## config.mk

```make
export PLATFORM = sky130hd
export DESIGN_NAME = cpu_core
export DESIGN_NICKNAME = d
export VERILOG_FILES = /design/src/verilog/params_pkg.sv /design/src/verilog/imem.sv /design/src/verilog/fetch_stage.sv /design/src/verilog/regfile.sv /design/src/verilog/exec_stage.sv /design/src/verilog/cpu_core.sv
export SDC_FILE = /design/constraint.sdc
export NUM_CORES = 2
export LEC_CHECK = 0
export BUFFER_PORTS_ARGS = -buffer_cell sky130_fd_sc_hd__clkbuf_2
export CAP_MARGIN = 20
export CORE_MARGIN = 2
export CORE_UTILIZATION = 50
export DETAILED_ROUTE_END_ITERATION = 7
export GPL_TIMING_DRIVEN = 0
export HOLD_SLACK_MARGIN = 0.06
export PLACE_DENSITY_LB_ADDON = 0.15
export SYNTH_ARGS = -nofsm -noshare
export SYNTH_HDL_FRONTEND = slang
export SYNTH_SLANG_ARGS = --single-unit
export TNS_END_PERCENT = 1
```

## constraint.sdc

```tcl
create_clock -name clk_i -period 6.8 [get_ports clk_i]
set_clock_uncertainty 0.05 [all_clocks]
set_input_delay 0.68 -clock clk_i [delete_from_list [all_inputs] [get_ports clk_i]]
set_output_delay 0.68 -clock clk_i [all_outputs]
set_load 0.02 [all_outputs]
```

## src/verilog/params_pkg.sv

```systemverilog
`default_nettype none

package params_pkg;

  localparam int ADDR_WIDTH     = 6;
  localparam int MEM_SIZE       = 64;
  localparam int DATA_WIDTH     = 16;
  localparam int REG_ADDR_WIDTH = 3;

  localparam logic [ADDR_WIDTH-1:0] RESET_PC = 6'd1; // word 0 only via jump.

  // unlisted codes decode as no-op.
  typedef enum logic [3:0] {
    OP_ALU  = 4'h1,
    OP_ADDI = 4'h2,
    OP_BEQ  = 4'h3,
    OP_JMP  = 4'h4
  } opcode_t;

  typedef enum logic [2:0] {
    FN_ADD = 3'd0,
    FN_SUB = 3'd1,
    FN_AND = 3'd2,
    FN_OR  = 3'd3,
    FN_XOR = 3'd4
  } alu_fn_t;

  typedef struct packed {
    opcode_t                   opcode;
    logic [REG_ADDR_WIDTH-1:0] rd;
    logic [REG_ADDR_WIDTH-1:0] rs1;
    logic [REG_ADDR_WIDTH-1:0] rs2;
    alu_fn_t                   funct;
  } r_fmt_t;

  typedef struct packed {
    opcode_t                   opcode;
    logic [REG_ADDR_WIDTH-1:0] rd;
    logic [REG_ADDR_WIDTH-1:0] rs1;
    logic [ADDR_WIDTH-1:0]     imm; // also a branch or jump target.
  } i_fmt_t;

  typedef union packed {
    r_fmt_t r;
    i_fmt_t i;
  } instruction_t;

endpackage : params_pkg

`default_nettype wire

```

## src/verilog/imem.sv

```systemverilog
`timescale 1ns/1ps
`default_nettype none

module imem (
  input  logic                              clk_i,
  input  logic                              load_en_i,
  input  logic [params_pkg::ADDR_WIDTH-1:0] load_addr_i,
  input  logic [params_pkg::DATA_WIDTH-1:0] load_data_i,
  input  logic                              req_valid_i,
  input  logic [params_pkg::ADDR_WIDTH-1:0] req_pc_i,
  output logic                              instr_valid_o,
  output params_pkg::instruction_t          instr_o
);

  import params_pkg::*;

  logic [DATA_WIDTH-1:0] mem [MEM_SIZE];

  logic         valid_q1;
  logic         valid_q2;
  instruction_t data_q1;
  instruction_t data_q2;

  always_ff @(posedge clk_i) begin
    if (load_en_i) begin
      mem[load_addr_i] <= load_data_i;
    end
  end

  // two stages give the fixed read latency.
  always_ff @(posedge clk_i) begin
    valid_q1 <= req_valid_i;
    valid_q2 <= valid_q1;
    data_q1  <= mem[req_pc_i];
    data_q2  <= data_q1;
  end

  assign instr_valid_o = valid_q2;
  assign instr_o       = valid_q2 ? data_q2 : '0;

endmodule : imem

`default_nettype wire

```

## src/verilog/fetch_stage.sv

```systemverilog
`timescale 1ns/1ps
`default_nettype none

module fetch_stage (
  input  logic                              clk_i,
  input  logic                              rst_i,
  input  logic                              run_i,
  input  logic                              alu_branch_taken_i,
  input  logic                              is_jump_i,
  input  logic [params_pkg::ADDR_WIDTH-1:0] pc_branch_offset_i,
  input  logic [params_pkg::ADDR_WIDTH-1:0] jump_address_i,
  input  logic                              instr_valid_i,
  input  params_pkg::instruction_t          instr_i,
  output logic                              imem_req_valid_o,
  output logic [params_pkg::ADDR_WIDTH-1:0] imem_req_pc_o,
  output logic                              dec_valid_o,
  output logic [params_pkg::ADDR_WIDTH-1:0] dec_pc_o,
  output params_pkg::instruction_t          instruction_o
);

  import params_pkg::*;

  typedef enum logic [1:0] {
    IDLE     = 2'b00,
    MEM_REQ  = 2'b01,
    MEM_WAIT = 2'b10,
    FLUSH    = 2'b11
  } state_t;

  state_t state;
  state_t state_d;

  logic [ADDR_WIDTH-1:0] pc;
  logic [ADDR_WIDTH-1:0] pc_d;
  logic [ADDR_WIDTH-1:0] branch_target;

  always_comb begin
    imem_req_valid_o = 1'b0;
    imem_req_pc_o    = pc;
    dec_valid_o      = 1'b0;
    dec_pc_o         = pc;
    instruction_o    = '0;
    state_d          = state;
    pc_d             = pc;

    case (state)
      IDLE: begin
        if (run_i) begin
          state_d = MEM_REQ;
        end
      end
      MEM_REQ: begin
        imem_req_valid_o = 1'b1;
        state_d          = MEM_WAIT;
      end
      MEM_WAIT: begin
        if (alu_branch_taken_i || is_jump_i) begin
          state_d = FLUSH; // fetch in flight is now stale.
        end else if (instr_valid_i) begin
          dec_valid_o   = 1'b1;
          instruction_o = instr_i;
          pc_d          = pc + ADDR_WIDTH'(1); // wraps modulo MEM_SIZE.
          state_d       = MEM_REQ;
        end
      end
      FLUSH: begin
        // drop the returning word, then restart at the target.
        if (instr_valid_i) begin
          pc_d    = branch_target;
          state_d = MEM_REQ;
        end
      end
      default: begin
        state_d = IDLE;
      end
    endcase
  end

  always_ff @(posedge clk_i) begin
    if (!rst_i) begin
      state <= IDLE;
      pc    <= RESET_PC;
    end else begin
      state <= state_d;
      pc    <= pc_d;
    end
  end

  always_ff @(posedge clk_i) begin
    if (alu_branch_taken_i) begin
      branch_target <= pc_branch_offset_i;
    end else if (is_jump_i) begin
      branch_target <= jump_address_i;
    end
  end

endmodule : fetch_stage

`default_nettype wire

```

## src/verilog/regfile.sv

```systemverilog
`timescale 1ns/1ps
`default_nettype none

module regfile (
  input  logic                                  clk_i,
  input  logic                                  rst_i,
  input  logic [params_pkg::REG_ADDR_WIDTH-1:0] ra_addr_i,
  input  logic [params_pkg::REG_ADDR_WIDTH-1:0] rb_addr_i,
  input  logic                                  we_i,
  input  logic [params_pkg::REG_ADDR_WIDTH-1:0] wa_addr_i,
  input  logic [params_pkg::DATA_WIDTH-1:0]     wd_data_i,
  output logic [params_pkg::DATA_WIDTH-1:0]     ra_data_o,
  output logic [params_pkg::DATA_WIDTH-1:0]     rb_data_o
);

  import params_pkg::*;

  logic [DATA_WIDTH-1:0] regs [2**REG_ADDR_WIDTH];

  always_ff @(posedge clk_i) begin
    if (!rst_i) begin
      for (int i = 0; i < 2**REG_ADDR_WIDTH; i++) begin
        regs[i] <= '0;
      end
    end else if (we_i) begin
      regs[wa_addr_i] <= wd_data_i;
    end
  end

  // no bypass, a write shows up next cycle.
  assign ra_data_o = regs[ra_addr_i];
  assign rb_data_o = regs[rb_addr_i];

endmodule : regfile

`default_nettype wire

```

## src/verilog/exec_stage.sv

```systemverilog
`timescale 1ns/1ps
`default_nettype none

module exec_stage (
  input  logic                                  clk_i,
  input  logic                                  rst_i,
  input  logic                                  dec_valid_i,
  input  logic [params_pkg::ADDR_WIDTH-1:0]     dec_pc_i,
  input  params_pkg::instruction_t              instruction_i,
  input  logic [params_pkg::DATA_WIDTH-1:0]     ra_data_i,
  input  logic [params_pkg::DATA_WIDTH-1:0]     rb_data_i,
  output logic [params_pkg::REG_ADDR_WIDTH-1:0] ra_addr_o,
  output logic [params_pkg::REG_ADDR_WIDTH-1:0] rb_addr_o,
  output logic                                  we_o,
  output logic [params_pkg::REG_ADDR_WIDTH-1:0] wa_addr_o,
  output logic [params_pkg::DATA_WIDTH-1:0]     wd_data_o,
  output logic                                  branch_taken_o,
  output logic [params_pkg::ADDR_WIDTH-1:0]     branch_target_o,
  output logic                                  is_jump_o,
  output logic [params_pkg::ADDR_WIDTH-1:0]     jump_address_o,
  output logic                                  retire_valid_o,
  output logic [params_pkg::ADDR_WIDTH-1:0]     retire_pc_o
);

  import params_pkg::*;

  logic                  valid_q;
  logic [ADDR_WIDTH-1:0] pc_q;
  instruction_t          instr_q;
  opcode_t               opcode;
  logic [DATA_WIDTH-1:0] imm_ext;
  logic [DATA_WIDTH-1:0] alu_result;
  logic                  operands_equal;

  always_ff @(posedge clk_i) begin
    if (!rst_i) begin
      valid_q <= 1'b0;
    end else begin
      valid_q <= dec_valid_i;
    end
  end

  always_ff @(posedge clk_i) begin
    if (dec_valid_i) begin
      instr_q <= instruction_i;
      pc_q    <= dec_pc_i;
    end
  end

  assign opcode = instr_q.r.opcode; // same position in both formats.

  // beq compares rd with rs1, so port b reads rd there.
  assign ra_addr_o = instr_q.r.rs1;
  assign rb_addr_o = (opcode == OP_BEQ) ? instr_q.i.rd : instr_q.r.rs2;

  assign imm_ext = {{(DATA_WIDTH-ADDR_WIDTH){instr_q.i.imm[ADDR_WIDTH-1]}}, instr_q.i.imm};

  always_comb begin
    case (instr_q.r.funct)
      FN_ADD:  alu_result = ra_data_i + rb_data_i;
      FN_SUB:  alu_result = ra_data_i - rb_data_i;
      FN_AND:  alu_result = ra_data_i & rb_data_i;
      FN_OR:   alu_result = ra_data_i | rb_data_i;
      FN_XOR:  alu_result = ra_data_i ^ rb_data_i;
      default: alu_result = '0;
    endcase
  end

  assign operands_equal = (ra_data_i == rb_data_i);

  assign we_o      = valid_q && ((opcode == OP_ALU) || (opcode == OP_ADDI));
  assign wa_addr_o = instr_q.r.rd;
  assign wd_data_o = (opcode == OP_ADDI) ? ra_data_i + imm_ext : alu_result;

  assign retire_valid_o = valid_q;
  assign retire_pc_o    = pc_q;

  // redirect goes out one cycle after retirement.
  always_ff @(posedge clk_i) begin
    if (!rst_i) begin
      branch_taken_o <= 1'b0;
      is_jump_o      <= 1'b0;
    end else begin
      branch_taken_o <= valid_q && (opcode == OP_BEQ) && operands_equal;
      is_jump_o      <= valid_q && (opcode == OP_JMP);
    end
  end

  always_ff @(posedge clk_i) begin
    if (valid_q && (opcode == OP_BEQ) && operands_equal) begin
      branch_target_o <= instr_q.i.imm;
    end
    if (valid_q && (opcode == OP_JMP)) begin
      jump_address_o <= instr_q.i.imm;
    end
  end

endmodule : exec_stage

`default_nettype wire

```

## src/verilog/cpu_core.sv

```systemverilog
`timescale 1ns/1ps
`default_nettype none

module cpu_core (
  input  logic                                  clk_i,
  input  logic                                  rst_i,
  input  logic                                  run_i,
  input  logic                                  load_en_i,
  input  logic [params_pkg::ADDR_WIDTH-1:0]     load_addr_i,
  input  logic [params_pkg::DATA_WIDTH-1:0]     load_data_i,
  output logic                                  retire_valid_o,
  output logic [params_pkg::ADDR_WIDTH-1:0]     retire_pc_o,
  output logic                                  wb_en_o,
  output logic [params_pkg::REG_ADDR_WIDTH-1:0] wb_addr_o,
  output logic [params_pkg::DATA_WIDTH-1:0]     wb_data_o
);

  import params_pkg::*;

  logic                      imem_req_valid;
  logic [ADDR_WIDTH-1:0]     imem_req_pc;
  logic                      instr_valid;
  instruction_t              instr;
  logic                      dec_valid;
  logic [ADDR_WIDTH-1:0]     dec_pc;
  instruction_t              instruction;
  logic [REG_ADDR_WIDTH-1:0] ra_addr;
  logic [REG_ADDR_WIDTH-1:0] rb_addr;
  logic [DATA_WIDTH-1:0]     ra_data;
  logic [DATA_WIDTH-1:0]     rb_data;
  logic                      branch_taken;
  logic [ADDR_WIDTH-1:0]     branch_target_addr;
  logic                      is_jump;
  logic [ADDR_WIDTH-1:0]     jump_address;

  fetch_stage fetch_stage_i (
    .clk_i              (clk_i),
    .rst_i              (rst_i),
    .run_i              (run_i),
    .alu_branch_taken_i (branch_taken),
    .is_jump_i          (is_jump),
    .pc_branch_offset_i (branch_target_addr),
    .jump_address_i     (jump_address),
    .instr_valid_i      (instr_valid),
    .instr_i            (instr),
    .imem_req_valid_o   (imem_req_valid),
    .imem_req_pc_o      (imem_req_pc),
    .dec_valid_o        (dec_valid),
    .dec_pc_o           (dec_pc),
    .instruction_o      (instruction)
  );

  imem imem_i (
    .clk_i         (clk_i),
    .load_en_i     (load_en_i),
    .load_addr_i   (load_addr_i),
    .load_data_i   (load_data_i),
    .req_valid_i   (imem_req_valid),
    .req_pc_i      (imem_req_pc),
    .instr_valid_o (instr_valid),
    .instr_o       (instr)
  );

  regfile regfile_i (
    .clk_i     (clk_i),
    .rst_i     (rst_i),
    .ra_addr_i (ra_addr),
    .rb_addr_i (rb_addr),
    .we_i      (wb_en_o),
    .wa_addr_i (wb_addr_o),
    .wd_data_i (wb_data_o),
    .ra_data_o (ra_data),
    .rb_data_o (rb_data)
  );

  exec_stage exec_stage_i (
    .clk_i           (clk_i),
    .rst_i           (rst_i),
    .dec_valid_i     (dec_valid),
    .dec_pc_i        (dec_pc),
    .instruction_i   (instruction),
    .ra_data_i       (ra_data),
    .rb_data_i       (rb_data),
    .ra_addr_o       (ra_addr),
    .rb_addr_o       (rb_addr),
    .we_o            (wb_en_o),
    .wa_addr_o       (wb_addr_o),
    .wd_data_o       (wb_data_o),
    .branch_taken_o  (branch_taken),
    .branch_target_o (branch_target_addr),
    .is_jump_o       (is_jump),
    .jump_address_o  (jump_address),
    .retire_valid_o  (retire_valid_o),
    .retire_pc_o     (retire_pc_o)
  );

endmodule : cpu_core

`default_nettype wire

```

==> impl_metrics.csv <==
group,metric,value,unit
min_path,holdPathStages,0,
detailed_routing,drc_errors,0,
floorplanning,die_h,325.6,µm
sta,period_minus_slack,6780,ps
floorplanning,die_w,325.6,µm
clocking,tritoncts,"built",
global_route,antenna_found_initial,11,
worst_setup_path,worstReg2RegStart,"exec_stage_i.instr_q[15]$_SDFFCE_PP0P_",
flow_run,cap_viol_max_count,0,
clocking,clk_latency,710,ps
yosys,yosysTopAreaCell,"edfxtp_1",
yosys,synth_cells,2652,
worst_setup_path,worstPathCellList,"nor2_1 -> and3_2 -> mux2i_4 -> buf_4 -> mux4_2 -> mux2_2 -> ha_1 -> buf_6 -> nor3_1 -> o311ai_1 -> nand2_1 -> o21ai_1 -> a21oi_1 -> xnor2_1 -> a21oi_2 -> inv_1 -> clkbuf_2",
detailed_routing,detail_route.first_pass.iterations,6,
floorplanning,ios,53,
yosys,seq_area_frac_synth,0.7108,
sta,fin_crit_sh,0.9970,
place,place_area,0.05438,mm²
global_route,grt_overflow_total,0,
yosys,synth_cell_types,71,
yosys,synth_top_area_share,0.6923,
place,io_buffers,46,
clocking,cts_root_buf,"clkbuf_16",
clocking,numCtsBuffers,121,
global_route,grt.total_usage,0.2537,
worst_setup_path,path_class,"reg -> out",
cells_and_area,num_antenna_cells,0,
min_path,hp-class,"reg -> reg",
worst_setup_path,max_stage_delay,580,ps
power_and_ir_drop,leakage,18.85,nW
detailed_routing,wl,133700,µm
sta,drv_slew,0,
clocking,max-clock-path-buffers,3,
sta,hold_viol,0,
worst_setup_path,r2r_end,"regfile_i.regs[6][14]$_SDFFCE_PN0P_",
sta,rsz0062_at_grt,"true",
min_path,worstHoldStart,"imem_i.data_q1[2]$_DFF_P_",
worst_setup_path,reg2reg_slack,1080,ps
cells_and_area,final_util,0.5722,
sta,fmax,147.5,MHz
floorplanning,core-area,0.1022,mm²
worst_setup_path,worstPathArrival,6050,ps
worst_setup_path,end_kind,"output port",
min_path,hold-path-endpoint,"imem_i.data_q2[2]$_DFF_P_",
global_route,grt_max_degree,65,
detailed_routing,vias,26890,
worst_setup_path,worst-path-max-fanout,10,
yosys,syn_area_per_cell,19.50,µm²
yosys,synth_edf_count,1192,
power_and_ir_drop,power-per-cell-area,273.4,mW/mm²
cells_and_area,fin_area,0.05847,mm²
run_status,outcome,"finished, final reports clean",
power_and_ir_drop,ir_drop,251.1,µV
detailed_routing,via_per_inst,6.206,
floorplanning,die_area,0.1060,mm²
worst_setup_path,startpoint_type,"flop",
sta,setup_violations,0,
floorplanning,rows,117,
yosys,synth_nets,2747,
floorplanning,floorplan.initialDensity,0.5060,
cells_and_area,drive_gt1_frac,0.2766,
worst_setup_path,worstPathRequired,6070,ps
detailed_routing,final_antenna_net_count,0,
detailed_routing,avgRoutedWirePerCell,30.85,µm
clocking,ctsHoldBuffers,0,
place,dp_hpwl,92620,µm
global_route,grt_pass1_vias,27140,
yosys,ys.flop_type,"edfxtp_1",
clocking,htree_levels,3,
cells_and_area,nNetsFinal,2959,
clocking,clkSlewWorstSetupHoldPaths,60,ps
yosys,synth_warnings,0,
yosys,postSynth.asyncResetShare,0,
sta,slew_headroom,0.2796,
sta,tightest_slew,1079,ps
cells_and_area,syn_to_final_growth,13.07,%
worst_setup_path,cp_slowest_cell,"o311ai_1",
worst_setup_path,reg2reg_depth,18,
yosys,syn-cell-area,0.05171,mm²
clocking,cts_sinks,1240,
yosys,yosys_register_bits,1240,
place,place.gp.congestion,0.9023,
yosys,synth_area_leaders,"edfxtp_1 (69%), mux4_2 (17%), dfxtp_1 (1.9%)",
detailed_routing,drtIter0Drc,3219,
global_route,grt_pass1_wl,192400,µm
sta,setup_tns,0,ps
power_and_ir_drop,finalPower,0.01598,W
==> worst max-delay path, delay by kind of cell (launching register included) <==
| family | cells | cell delay (ps) |
|---|---|---|
| buf+inv | 4 | 740 |
| simple gates | 4 | 780 |
| flops | 1 | 370 |
| compound gates | 4 | 1620 |
| mux | 3 | 1290 |
| fa+ha+maj | 1 | 330 |
| xor+xnor | 1 | 180 |
==> how the worst max path moves through the flow <==
stage	from	endpoint	cells past startpoint
after CTS	exec_stage_i.instr_q[15]$_SDFFCE_PP0P_	wb_data_o[12]	17
after global placement	exec_stage_i.instr_q[15]$_SDFFCE_PP0P_	wb_data_o[15]	17
after detailed placement	exec_stage_i.instr_q[15]$_SDFFCE_PP0P_	wb_data_o[14]	18
after global routing	exec_stage_i.instr_q[15]$_SDFFCE_PP0P_	wb_data_o[5]	17
after floorplan	exec_stage_i.instr_q[15]$_SDFFCE_PP0P_	wb_data_o[12]	17
final	exec_stage_i.instr_q[15]$_SDFFCE_PP0P_	wb_data_o[11]	17
==> placed cells by master (no fill, tap or decap), drive strengths merged, types with 23 or more instances in the layout <==
master / Yosys / final
a21oi: 70 / 70
and2: 24 / 24
buf: 58 / 100
clkbuf: 91 / 293
clkinv: 0 / 49
dfxtp: 48 / 48
edfxtp: 1192 / 1192
ha: 66 / 66
inv: 71 / 73
mux2: 27 / 27
mux2i: 23 / 23
mux4: 400 / 400
nand2: 49 / 49
nor2: 245 / 245
o21ai: 38 / 38
==> report_power, final <==
part / total (W) / switching [W] / leakage (nW) / internal (W)
combinational: 0.000961 / 0.000615 / 5.65 / 0.000346
sequential: 0.00848 / 0.0000335 / 11.3 / 0.00845
clock: 0.00654 / 0.00280 / 1.88 / 0.00374
==> metal layers <==
layer | part of all wire | routed length (µm) | vias to the layer above | track usage
met5 | 0.00052 | 69 | - | 0
met4 | 0.030 | 3954 | 10 | 0.07303
met3 | 0.071 | 9494 | 205 | 0.03745
met2 | 0.50 | 66860 | 1131 | 0.4217
met1 | 0.40 | 53270 | 14270 | 0.3530
li1 | - | - | 11270 | -
==> layout make-up <==
cell class,count,area (µm²)
clock buffers,158,3251
plain buffers,147,673.1
repair buffers,91,875.8
inverters,71,266.5
fillers,7731,43710
clock inverters,66,618.1
well taps,1368,1712
multi-input cells,1192,14320
flip-flops and latches,1240,36760
==> registers in the layout (all words and copies together) (netlist names), 16 cells and up, named ones only <==
name	cells
regfile_i.regs	128
exec_stage_i.instr_q	16
imem_i.data_q1	16
imem_i.data_q2	16
imem_i.mem	1024
==> logic make-up after synthesis <==
kind of cell / count (synthesis) / synth area share
flops: 1240 / 0.7108
mux: 450 / 0.1846
simple gates: 446 / 0.03973
buf+inv: 220 / 0.01769
compound gates: 208 / 0.02684
fa+ha+maj: 69 / 0.01713
xor+xnor: 19 / 0.003218
==> metrics by stage <==
step	hold slack [ps]	instances	worst slack, ps
6_report	283.5	4333	20.35
5_1_grt	290.1	4333	-200.6
4_1_cts	276.5	4325	-123.4
3_5_place_dp	262.1	4101	-285.5
3_3_place_gp	264.9	4066	-321.2
2_1_floorplan	259.6	2652	1396
==> repair_timing <==
action / in CTS / in global routing
resized for setup: 27 / 6
endpoints found under the setup margin: 15 / 14
buffers inserted: 2 / 7
pin swaps: 2 / 4
==> synthesized netlist by cell type (23+ instances only) <==
library cell and number:
a21oi_1 70, clkbuf_1 91, buf_2 23, o21ai_0 34, dfxtp_1 48, nor2_1 245, mux2_2 27, nand2_1 49
mux4_2 400, inv_1 71, mux2i_1 23, edfxtp_1 1192, and2_1 24, ha_1 66
Power figures use the tool's default switching activity.
